### config.mk
export PLATFORM = sky130hd
export DESIGN_NAME = soc_ctrl_top
export DESIGN_NICKNAME = d
export VERILOG_FILES = /design/src/rtl/soc_pkg.sv /design/src/rtl/soc_ctrl_top.sv /design/src/rtl/flash_reload_seq.sv /design/src/rtl/misc_regs.sv /design/src/rtl/bus_decode.sv /design/src/rtl/dbg_bus_master.sv /design/src/rtl/dbg_fifo.sv
export SDC_FILE = /design/constraint.sdc
export NUM_CORES = 1
export LEC_CHECK = 0
export BUFFER_PORTS_ARGS = -buffer_cell sky130_fd_sc_hd__buf_2
export CAP_MARGIN = 20
export CELL_PAD_IN_SITES_DETAIL_PLACEMENT = 1
export CELL_PAD_IN_SITES_GLOBAL_PLACEMENT = 2
export CORE_UTILIZATION = 43
export DETAILED_ROUTE_END_ITERATION = 8
export PLACE_DENSITY = 0.79
export SLEW_MARGIN = 10
export SYNTH_ARGS = -nofsm -noshare
export SYNTH_HDL_FRONTEND = slang
export SYNTH_SLANG_ARGS = --single-unit
### constraint.sdc
create_clock -name clk48m -period 5.9 [get_ports clk48m]
set_input_delay 1.77 -clock clk48m [delete_from_list [all_inputs] [get_ports clk48m]]
set_output_delay 1.77 -clock clk48m [all_outputs]
set_load 0.01 [all_outputs]
### src/rtl/soc_pkg.sv
package soc_pkg;

	// bus words
	typedef logic [31:0] word_t;

	// debug queue entry where sel=1 carries an address and sel=0 carries data
	typedef struct packed {
		logic  sel;
		word_t word;
	} dbg_entry_t;

	// debug queue geometry
	localparam int unsigned dbg_fifo_depth = 32;
	localparam int unsigned dbg_ptr_w = 5;

	// region code in the top nibble of the bus address
	localparam logic [3:0] region_misc = 4'h2;

	// misc register index from address bits 6..2
	typedef logic [4:0] reg_index_t;

	localparam reg_index_t reg_led       = 5'd0;
	localparam reg_index_t reg_soc_ver   = 5'd2;
	localparam reg_index_t reg_flash_sel = 5'd11;
	localparam reg_index_t reg_genio_out = 5'd15;
	localparam reg_index_t reg_genio_oe  = 5'd16;
	localparam reg_index_t reg_genio_w2s = 5'd17;
	localparam reg_index_t reg_genio_w2c = 5'd18;
	localparam reg_index_t reg_gpext_out = 5'd20;
	localparam reg_index_t reg_gpext_oe  = 5'd21;
	localparam reg_index_t reg_gpext_w2s = 5'd22;
	localparam reg_index_t reg_gpext_w2c = 5'd23;

	// register widths
	localparam int unsigned genio_w = 30;
	localparam int unsigned led_w = 16;

	// flash select write with this key in bits 31..8 reloads the FPGA
	localparam logic [23:0] reload_key = 24'hD0F1A5;

	// start value of the fsel clock delay counter
	localparam logic [2:0] fsel_delay_load = 3'd7;

	// irda transceiver starts in shutdown
	localparam logic irda_sd_reset = 1'b1;

endpackage
### src/rtl/soc_ctrl_top.sv
`timescale 1ns/100ps

module soc_ctrl_top (
	input  logic                         clk48m,
	input  logic                         rst,
	input  logic                         dbgreg_strobe,
	input  logic                         dbgreg_sel,
	input  soc_pkg::word_t               dbgreg_in,
	output logic                         bus_error,
	output logic [8:0]                   led,
	output logic                         trace_en,
	output logic                         fsel_d,
	output logic [soc_pkg::genio_w-1:0]  genio_out,
	output logic [soc_pkg::genio_w-1:0]  genio_oe,
	output logic                         irda_sd,
	output logic [7:0]                   pmod_out,
	output logic [7:0]                   pmod_oe,
	output logic [5:0]                   sao1_out,
	output logic [5:0]                   sao1_oe,
	output logic [5:0]                   sao2_out,
	output logic [5:0]                   sao2_oe,
	output logic                         fsel_c,
	output logic                         programn
);

	// debug queue to bus master
	soc_pkg::dbg_entry_t fifo_entry;
	logic                fifo_empty;
	logic                fifo_pop;

	// debug bus
	logic                bus_valid;
	soc_pkg::word_t      bus_addr;
	soc_pkg::word_t      bus_wdata;
	logic                bus_ready;

	// misc block strobes
	logic                misc_wr;
	logic                fsel_wr;
	logic                reload_req;

	dbg_fifo u_dbg_fifo (
		.clk48m     (clk48m),
		.rst        (rst),
		.push       (dbgreg_strobe),
		.push_entry ({dbgreg_sel, dbgreg_in}),
		.pop        (fifo_pop),
		.entry      (fifo_entry),
		.empty      (fifo_empty)
	);

	dbg_bus_master u_dbg_bus_master (
		.clk48m    (clk48m),
		.rst       (rst),
		.strobe    (dbgreg_strobe),
		.entry     (fifo_entry),
		.empty     (fifo_empty),
		.pop       (fifo_pop),
		.bus_valid (bus_valid),
		.bus_addr  (bus_addr),
		.bus_wdata (bus_wdata),
		.bus_ready (bus_ready)
	);

	bus_decode u_bus_decode (
		.bus_valid (bus_valid),
		.bus_addr  (bus_addr),
		.bus_ready (bus_ready),
		.misc_wr   (misc_wr),
		.bus_error (bus_error)
	);

	misc_regs u_misc_regs (
		.clk48m     (clk48m),
		.rst        (rst),
		.misc_wr    (misc_wr),
		.reg_index  (bus_addr[6:2]),
		.wdata      (bus_wdata),
		.led        (led),
		.trace_en   (trace_en),
		.fsel_d     (fsel_d),
		.genio_out  (genio_out),
		.genio_oe   (genio_oe),
		.irda_sd    (irda_sd),
		.pmod_out   (pmod_out),
		.pmod_oe    (pmod_oe),
		.sao1_out   (sao1_out),
		.sao1_oe    (sao1_oe),
		.sao2_out   (sao2_out),
		.sao2_oe    (sao2_oe),
		.fsel_wr    (fsel_wr),
		.reload_req (reload_req)
	);

	flash_reload_seq u_flash_reload_seq (
		.clk48m     (clk48m),
		.rst        (rst),
		.fsel_wr    (fsel_wr),
		.reload_req (reload_req),
		.fsel_c     (fsel_c),
		.programn   (programn)
	);

endmodule

### src/rtl/flash_reload_seq.sv
`timescale 1ns/100ps

module flash_reload_seq (
	input  logic clk48m,
	input  logic rst,
	input  logic fsel_wr,
	input  logic reload_req,
	output logic fsel_c,
	output logic programn
);

	logic [2:0] fsel_delay;
	logic       reload_pend;
	logic       reload;

	// clock the select flop in the middle of the countdown so fsel_d
	// has settled before and programn comes well after
	assign fsel_c = (fsel_delay == 3'd5) || (fsel_delay == 3'd4) || (fsel_delay == 3'd3);
	assign programn = ~reload;

	always_ff @(posedge clk48m) begin
		if (rst) begin
			fsel_delay <= '0;
			reload_pend <= 1'b0;
			reload <= 1'b0;
		end else begin
			// once keyed, the reload stays armed
			if (reload_req) begin
				reload_pend <= 1'b1;
			end
			if (fsel_wr) begin
				fsel_delay <= soc_pkg::fsel_delay_load;
			end else if (fsel_delay != 3'd0) begin
				fsel_delay <= fsel_delay - 3'd1;
				// pull programn at the end of the countdown and never release it
				if (fsel_delay == 3'd1 && reload_pend) begin
					reload <= 1'b1;
				end
			end
		end
	end

endmodule

### src/rtl/misc_regs.sv
`timescale 1ns/100ps

module misc_regs (
	input  logic                         clk48m,
	input  logic                         rst,
	input  logic                         misc_wr,
	input  soc_pkg::reg_index_t          reg_index,
	input  soc_pkg::word_t               wdata,
	output logic [8:0]                   led,
	output logic                         trace_en,
	output logic                         fsel_d,
	output logic [soc_pkg::genio_w-1:0]  genio_out,
	output logic [soc_pkg::genio_w-1:0]  genio_oe,
	output logic                         irda_sd,
	output logic [7:0]                   pmod_out,
	output logic [7:0]                   pmod_oe,
	output logic [5:0]                   sao1_out,
	output logic [5:0]                   sao1_oe,
	output logic [5:0]                   sao2_out,
	output logic [5:0]                   sao2_oe,
	output logic                         fsel_wr,
	output logic                         reload_req
);

	logic [soc_pkg::led_w-1:0] led_reg;

	// only the low 9 bits reach the pins
	assign led = led_reg[8:0];

	always_ff @(posedge clk48m) begin
		if (rst) begin
			led_reg <= '0;
			trace_en <= 1'b0;
			fsel_d <= 1'b0;
			genio_out <= '0;
			genio_oe <= '0;
			irda_sd <= soc_pkg::irda_sd_reset;
			pmod_out <= '0;
			pmod_oe <= '0;
			sao1_out <= '0;
			sao1_oe <= '0;
			sao2_out <= '0;
			sao2_oe <= '0;
			fsel_wr <= 1'b0;
			reload_req <= 1'b0;
		end else begin
			fsel_wr <= 1'b0;
			reload_req <= 1'b0;
			if (misc_wr) begin
				case (reg_index)
					soc_pkg::reg_led: begin
						led_reg <= wdata[soc_pkg::led_w-1:0];
					end
					// the version register is read only and its write slot toggles tracing
					soc_pkg::reg_soc_ver: begin
						trace_en <= wdata[0];
					end
					soc_pkg::reg_flash_sel: begin
						fsel_d <= wdata[0];
						fsel_wr <= 1'b1;
						if (wdata[31:8] == soc_pkg::reload_key) begin
							reload_req <= 1'b1;
						end
					end
					soc_pkg::reg_genio_out: begin
						genio_out <= wdata[soc_pkg::genio_w-1:0];
					end
					soc_pkg::reg_genio_oe: begin
						genio_oe <= wdata[soc_pkg::genio_w-1:0];
					end
					soc_pkg::reg_genio_w2s: begin
						genio_out <= genio_out | wdata[soc_pkg::genio_w-1:0];
					end
					soc_pkg::reg_genio_w2c: begin
						genio_out <= genio_out & ~wdata[soc_pkg::genio_w-1:0];
					end
					// irda_sd sits at bit 30, pmod at 23..16, sao2 at 13..8 and sao1 at 5..0
					soc_pkg::reg_gpext_out: begin
						irda_sd <= wdata[30];
						pmod_out <= wdata[23:16];
						sao2_out <= wdata[13:8];
						sao1_out <= wdata[5:0];
					end
					soc_pkg::reg_gpext_oe: begin
						pmod_oe <= wdata[23:16];
						sao2_oe <= wdata[13:8];
						sao1_oe <= wdata[5:0];
					end
					soc_pkg::reg_gpext_w2s: begin
						irda_sd <= irda_sd | wdata[30];
						pmod_out <= pmod_out | wdata[23:16];
						sao2_out <= sao2_out | wdata[13:8];
						sao1_out <= sao1_out | wdata[5:0];
					end
					soc_pkg::reg_gpext_w2c: begin
						irda_sd <= irda_sd & ~wdata[30];
						pmod_out <= pmod_out & ~wdata[23:16];
						sao2_out <= sao2_out & ~wdata[13:8];
						sao1_out <= sao1_out & ~wdata[5:0];
					end
					default: begin
						// writes to unused indices are dropped
					end
				endcase
			end
		end
	end

endmodule

### src/rtl/bus_decode.sv
`timescale 1ns/100ps

module bus_decode (
	input  logic              bus_valid,
	input  soc_pkg::word_t    bus_addr,
	output logic              bus_ready,
	output logic              misc_wr,
	output logic              bus_error
);

	logic misc_hit;

	// only the misc block is left on the bus
	assign misc_hit = (bus_addr[31:28] == soc_pkg::region_misc);

	always_comb begin
		misc_wr = 1'b0;
		bus_error = 1'b0;
		if (misc_hit) begin
			misc_wr = bus_valid;
		end else begin
			// unmapped region
			bus_error = bus_valid;
		end
	end

	// misc regs and errors both complete immediately
	assign bus_ready = bus_valid;

endmodule

### src/rtl/dbg_bus_master.sv
`timescale 1ns/100ps

module dbg_bus_master (
	input  logic                   clk48m,
	input  logic                   rst,
	input  logic                   strobe,
	input  soc_pkg::dbg_entry_t    entry,
	input  logic                   empty,
	output logic                   pop,
	output logic                   bus_valid,
	output soc_pkg::word_t         bus_addr,
	output soc_pkg::word_t         bus_wdata,
	input  logic                   bus_ready
);

	// a strobe owns the queue this cycle, so popping waits
	// one write in flight at a time
	assign pop = !strobe && !bus_valid && !empty;

	// valid and address
	always_ff @(posedge clk48m) begin
		if (rst) begin
			bus_valid <= 1'b0;
			bus_addr <= '0;
		end else begin
			if (bus_valid) begin
				// transfer completes in the cycle ready is seen
				if (bus_ready) begin
					bus_valid <= 1'b0;
					bus_addr <= bus_addr + 32'd4;
				end
			end else if (pop) begin
				if (entry.sel) begin
					bus_addr <= entry.word;
				end else begin
					bus_valid <= 1'b1;
				end
			end
		end
	end

	// write data only changes when a data entry is popped
	always_ff @(posedge clk48m) begin
		if (pop && !entry.sel) begin
			bus_wdata <= entry.word;
		end
	end

endmodule

### src/rtl/dbg_fifo.sv
`timescale 1ns/100ps

module dbg_fifo (
	input  logic                   clk48m,
	input  logic                   rst,
	input  logic                   push,
	input  soc_pkg::dbg_entry_t    push_entry,
	input  logic                   pop,
	output soc_pkg::dbg_entry_t    entry,
	output logic                   empty
);

	// entry storage
	soc_pkg::dbg_entry_t mem [soc_pkg::dbg_fifo_depth];

	logic [soc_pkg::dbg_ptr_w-1:0] wptr;
	logic [soc_pkg::dbg_ptr_w-1:0] rptr;

	// write side
	always_ff @(posedge clk48m) begin
		if (push) begin
			mem[wptr] <= push_entry;
		end
	end

	// pointers wrap naturally at the queue depth
	// a burst of more than 32 unread entries overwrites old ones
	always_ff @(posedge clk48m) begin
		if (rst) begin
			wptr <= '0;
			rptr <= '0;
		end else begin
			if (push) begin
				wptr <= wptr + 1'b1;
			end
			if (pop) begin
				rptr <= rptr + 1'b1;
			end
		end
	end

	// head of queue is visible without a read cycle
	assign entry = mem[rptr];
	assign empty = (wptr == rptr);

endmodule

---- Word level (Yosys, flattened, before mapping) ----
Memories as Yosys holds them, arrays and structs flattened. A register that Yosys moved wholly into a read port is not among the register bits.
Index checks and enable logic that the tools add are counted.
word-level totals
  flip-flop bits (word level) ............. 194
  latch bits .............................. 0
  memory bits (writable) .................. 1056
  memory bits (read-only) ................. 0
  input port bits ......................... 36
  word-level logic and storage cells ...... 112
  memories kept ........................... 1
cells by class
  add/sub/neg operators ................... 4
  multiply operators ...................... 0
  divide/modulo/power cells ............... 0
  order comparisons ....................... 0
  equality and inequality tests ........... 17
  shift-type cells ........................ 0
  muxes and demuxes ....................... 19
  bitwise logic cells ..................... 20
  reductions and logical operators ........ 29
memory list
  memory          depth  width  read ports  clocked after memory_dff  write ports  RTL line        source
  u_dbg_fifo.mem  32     33     1           1                         1            dbg_fifo.sv:14  soc_pkg::dbg_entry_t mem [soc_pkg::dbg_fifo_depth];
operators by type and width
  kind                                                              count
  32-bit two-way mux                                                3
  30-bit one-hot mux with 3 select lines                            1
  6-bit one-hot mux with 3 select lines                             2
  5-bit == test (second input constant)                             7
  32-bit by 3-bit adder with 32-bit output (second input constant)  1
  30-bit bitwise AND                                                1
  30-bit NOT                                                        1
  30-bit bitwise OR                                                 1
  24-bit == test (second input constant)                            1
  8-bit one-hot mux with 3 select lines                             1
  2-bit AND reduction                                               8
  6-bit bitwise AND                                                 2
  6-bit NOT                                                         2
  6-bit bitwise OR                                                  2
  5-bit by 1-bit adder with 5-bit output (second input constant)    2
  5-bit by 4-bit == test with 1-bit output (second input constant)  2
  5-bit two-way mux                                                 2
  3-bit nonzero test                                                3
  8-bit bitwise AND                                                 1
  8-bit NOT                                                         1
  8-bit bitwise OR                                                  1
  1-bit two-way mux                                                 7
  3-bit == test (second input constant)                             2
  3-bit two-way mux                                                 2
  18 further kinds                                                  33

---- Longest topological paths before layout ----
  word-level depth ........................ 5
  mapped depth ............................ 12
  mapped depth without buffers ............ 7

---- Modules after synthesis ----
From an unflattened synthesis, not the netlist that was laid out.
second synthesis, totals
  cells, all modules ...................... 3313
  area total of the unflattened synthesis .. 50033.0 µm²
by module, submodules not included
  module            times used  cells each  area an instance (µm²)  seq. area each (µm²)
  dbg_fifo          1           2359        41741.3                 32010.7
  misc_regs         1           603         4832.1                  2282.2
  dbg_bus_master    1           317         3145.5                  1621.6
  flash_reload_seq  1           30          279.0                   100.1
  bus_decode        1           4           35.0                    0.0

---- Least setup slack after synthesis ----
OpenSTA, ideal clock, no wires.
  kind .................................... in2reg
  start point ............................. input port dbgreg_strobe
  end point ............................... memory u_dbg_fifo.mem[3][0] in the netlist's numbering (enable)
  arrival ................................. 5408 ps
  data required time ...................... 5394 ps
  slack ................................... -14 ps
  stages .................................. 3
  buffers on the path ..................... 1
  path through ............................ clkbuf_1 > nand2_1 > nor4_1
between the ends
  longest elaborated chain between the ends .. 2
ends and longest elaborated chain
  element                                  RTL line           source
  start, declared                          soc_ctrl_top.sv:6  input logic dbgreg_strobe,
  1-bit two-way mux                        dbg_fifo.sv:21     if (push) begin
  1-bit two-way mux (not written as such)  dbg_fifo.sv:22     mem[wptr] <= push_entry;
  end, declared                            dbg_fifo.sv:14
No other way between the ends.

---- Worst setup path after layout ----
  start point ............................. register u_dbg_bus_master.bus_valid
  end point ............................... output port bus_error
between the ends
  longest elaborated chain between the ends .. 1
ends and longest elaborated chain
  element                 RTL line              source
  start, declared         dbg_bus_master.sv:10  output logic bus_valid,
  start signal, assigned  dbg_bus_master.sv:23  bus_valid <= 1'b0;
  start signal, assigned  dbg_bus_master.sv:29  bus_valid <= 1'b0;
  start signal, assigned  dbg_bus_master.sv:36  bus_valid <= 1'b1;
  1-bit two-way mux       bus_decode.sv:19      if (misc_hit) begin
  end, declared           soc_ctrl_top.sv:9     output logic bus_error,
No other way between the ends.

==> out/metrics.yaml <==
logic_synthesis:
  postSynthCellCount: 2578
  synth_nets: 2627
  avgSynthCellArea_um2: 18.6
  async_flop_share_pct: 0
  synth-main-ff-cell: "edfxtp_1"
  yosysTopAreaCell: "edfxtp_1"
  synth_cell_types: 65
  synth_edf_count: 1088
  synth_seq_cells: 1253
  yosys_warnings: 0
  ys_seq_area_share_pct: 74.8
  synth_area_um2: 48100
  synth.area.top_cells: "edfxtp_1, mux4_2, dfxtp_1, nand2_1, a22oi_1"
  yosysTopAreaCellShare_pct: 68.0
timing:
  hold_violations: 0
  setup_viol: 0
  fin_crit_ns: 4.12
  skew_ns: 0.0456
  tns_ns: 0
  grt_setup_unrepaired: "no"
  worst_slack_ns: 1.78
  final_max_slew_viol_count: 0
  fmax_ghz: 0.243
  worst_slew_pin_slew_ns: 1.17
  min_period_over_period_pct: 69.8
  slew_headroom_pct: 22.2
floorplanning:
  die_h_um: 336
  die_area_um2: 113000
  die_w_um: 336
  core_um2: 111000
  ioPinCount: 151
  initial_core_util_pct: 43.4
  placementRows: 122
clock_network:
  clock_latency_ns: 0.75
  cts_tree: "yes"
  cts_resized: 0
  cts.clk_slew.worst_paths_ns: 0.06
  holdBufCountCts: 0
  cts_sinks: 1253
  cts_max_path_buffers: 3
  cts_buffers: 134
  cts-root-buf: "clkbuf_16"
  cts_setup_buffers: 0
  htree_levels: 4
routing:
  postRouteAntennaNets: 0
  drt_pre_antenna_iters: 5
  viasPerCell: 5.97
  drc: 0
  vias: 26200
  post_drt_wl_per_cell_um: 29.9
  drtIter0Drc: 2797
  totalWireLength_um: 131000
run:
  maxCapViolCount: 0
setup_path:
  critPathMaxFanout: 17
  arrival_ns: 2.35
  cp-start-kind: "register"
  cp.required_ns: 4.13
  critPathKind: "register to output pin"
  end_kind: "output pin"
final_layout:
  top_regs: "u_dbg_fifo.mem: 1056 flops, u_dbg_bus_master.bus_wdata: 32 flops"
  top_register: "u_dbg_fifo.mem"
  drive_above_1_share_pct: 25.6
  nets: 2844
  largest_reg_flops: 1056
  synthToLayoutAreaGrowth_pct: 15.2
grt:
  grt_pass1_wl_um: 189000
  antenna_found_initial: 10
  grt_max_degree: 77
  grt_pass1_vias: 27300
  overflow: 0
  globalRouteTotalUtil_pct: 23.3
place:
  io_buffer_count: 150
  routabilityCongestion: 0.815
  preCtsSetupSlack_ns: 1.74
  dp_hpwl_um: 82800
power:
  p_leak_nw: 17.3
  total_power_mw: 20.1
  worst_ir_drop_vdd_v: 0.000291
  p_per_area_nw_per_um2: 363
worst_hold_path:
  hp-class: "register to register"
status:
  outcome: "completed"
-- stage by stage --
stage	hold WS (ns)	cell area [um2]	utilization [%]	std cells
final	0.452	55400	49.9	4395
after global routing	0.476	55300	49.9	4392
after global placement	0.433	50800	45.8	4135
after floorplan	0.411	48100	-	2578
after detailed placement	0.440	51000	46.1	4145
after CTS	0.454	55300	49.9	4389
-- layout by cell type (no fill, tap or decap), drive strengths merged, types with 13 or more instances in the layout --
master	instances
edfxtp	1088
mux4	261
buf	228
clkbuf	180
nand2	165
dfxtp	165
nor2	107
a21oi	105
a22oi	78
mux2i	54
o21ai	54
clkinv	51
nand3	36
inv	31
nor3	31
a211oi	21
o22ai	17
nand4	15
mux2	13
xor2	13
nand3b	13
ha	13
-- synth_stat cells, types with 4 or more instances --
cell / instances
and3_1: 12
a31oi_1: 8
inv_1: 24
clkbuf_1: 66
mux4_2: 261
o21ai_0: 53
a221oi_1: 12
buf_6: 6
nor2b_1: 12
a211oi_1: 21
a22oi_1: 78
or2_2: 6
buf_4: 23
dfxtp_1: 165
a2111oi_2: 4
edfxtp_1: 1088
and2_1: 10
nor4_1: 11
nand2_1: 165
nor3_1: 31
xnor2_1: 6
nor2_1: 106
mux2i_1: 54
buf_1: 12
ha_1: 13
nand2b_1: 8
nand4_1: 15
buf_2: 40
a22o_1: 9
mux2_2: 13
o22ai_1: 17
xor2_1: 13
a2bb2oi_1: 4
nand3_1: 36
o211ai_1: 9
nand3b_1: 13
a21oi_1: 105
a311oi_1: 7
-- critical path: stages (launching register included) --
cell and delay, ns:
dfxtp_1 0.75, inv_1 0.29, nor2_1 0.38, buf_2 0.21
-- per-layer routing --
| metal | routed length (um) | vias to the layer above | global-route usage, % | part of all wire, % |
|---|---|---|---|---|
| met5 | 36 | - | 0 | 0.027 |
| met3 | 10200 | 240 | 4.60 | 7.7 |
| met1 | 52700 | 13900 | 31.1 | 40 |
| met4 | 4130 | 4 | 8.13 | 3.1 |
| li1 | - | 10900 | - | - |
| met2 | 64200 | 1222 | 38.3 | 49 |
-- layout make-up --
class | count | area [um2]
Timing Repair Buffer | 228 | 1610
Antenna cell | 4 | 10.0
Tap cell | 1488 | 1860
Multi-Input combinational cell | 1151 | 11500
Sequential cell | 1253 | 36000
Clock buffer | 180 | 3650
Inverter | 27 | 101
Clock inverter | 64 | 621
Fill cell | 10200 | 55500
-- kinds of logic (layout without fill, tap and decap cells) --
logic type      after synthesis  count (layout)  share of synthesized area [%]
flops                      1253            1253                           74.8
simple gates                442             442                           4.29
compound gates              349             349                           4.79
mux                         328             328                           13.7
buf+inv                     174             499                           1.74
xor+xnor                     19              19                          0.346
fa+ha+maj                    13              13                          0.338
other cells                   0               4                              0
-- final timing paths --
| path | endpoint | from | cells after the start | slack, ns |
|---|---|---|---|---|
| max reg2reg | u_dbg_bus_master.bus_addr[28] | register | 7 | 2.03 |
| min reg2reg | u_misc_regs.genio_oe[13] | u_misc_regs.genio_oe[13] | 2 | 0.45 |
| max | bus_error | u_dbg_bus_master.bus_valid | 3 | 1.78 |
| min | u_misc_regs.genio_oe[13] | u_misc_regs.genio_oe[13] | 2 | 0.45 |
-- power by group --
| group | switching [mW] | internal [mW] | leakage, nW |
|---|---|---|---|
| registers | 0.223 | 9.78 | 11.1 |
| logic | 1.06 | 0.875 | 4.08 |
| clock network | 3.48 | 4.69 | 2.07 |
| total | 4.76 | 15.3 | 17.3 |
No activity file was read; power rests on OpenSTA's default activity.
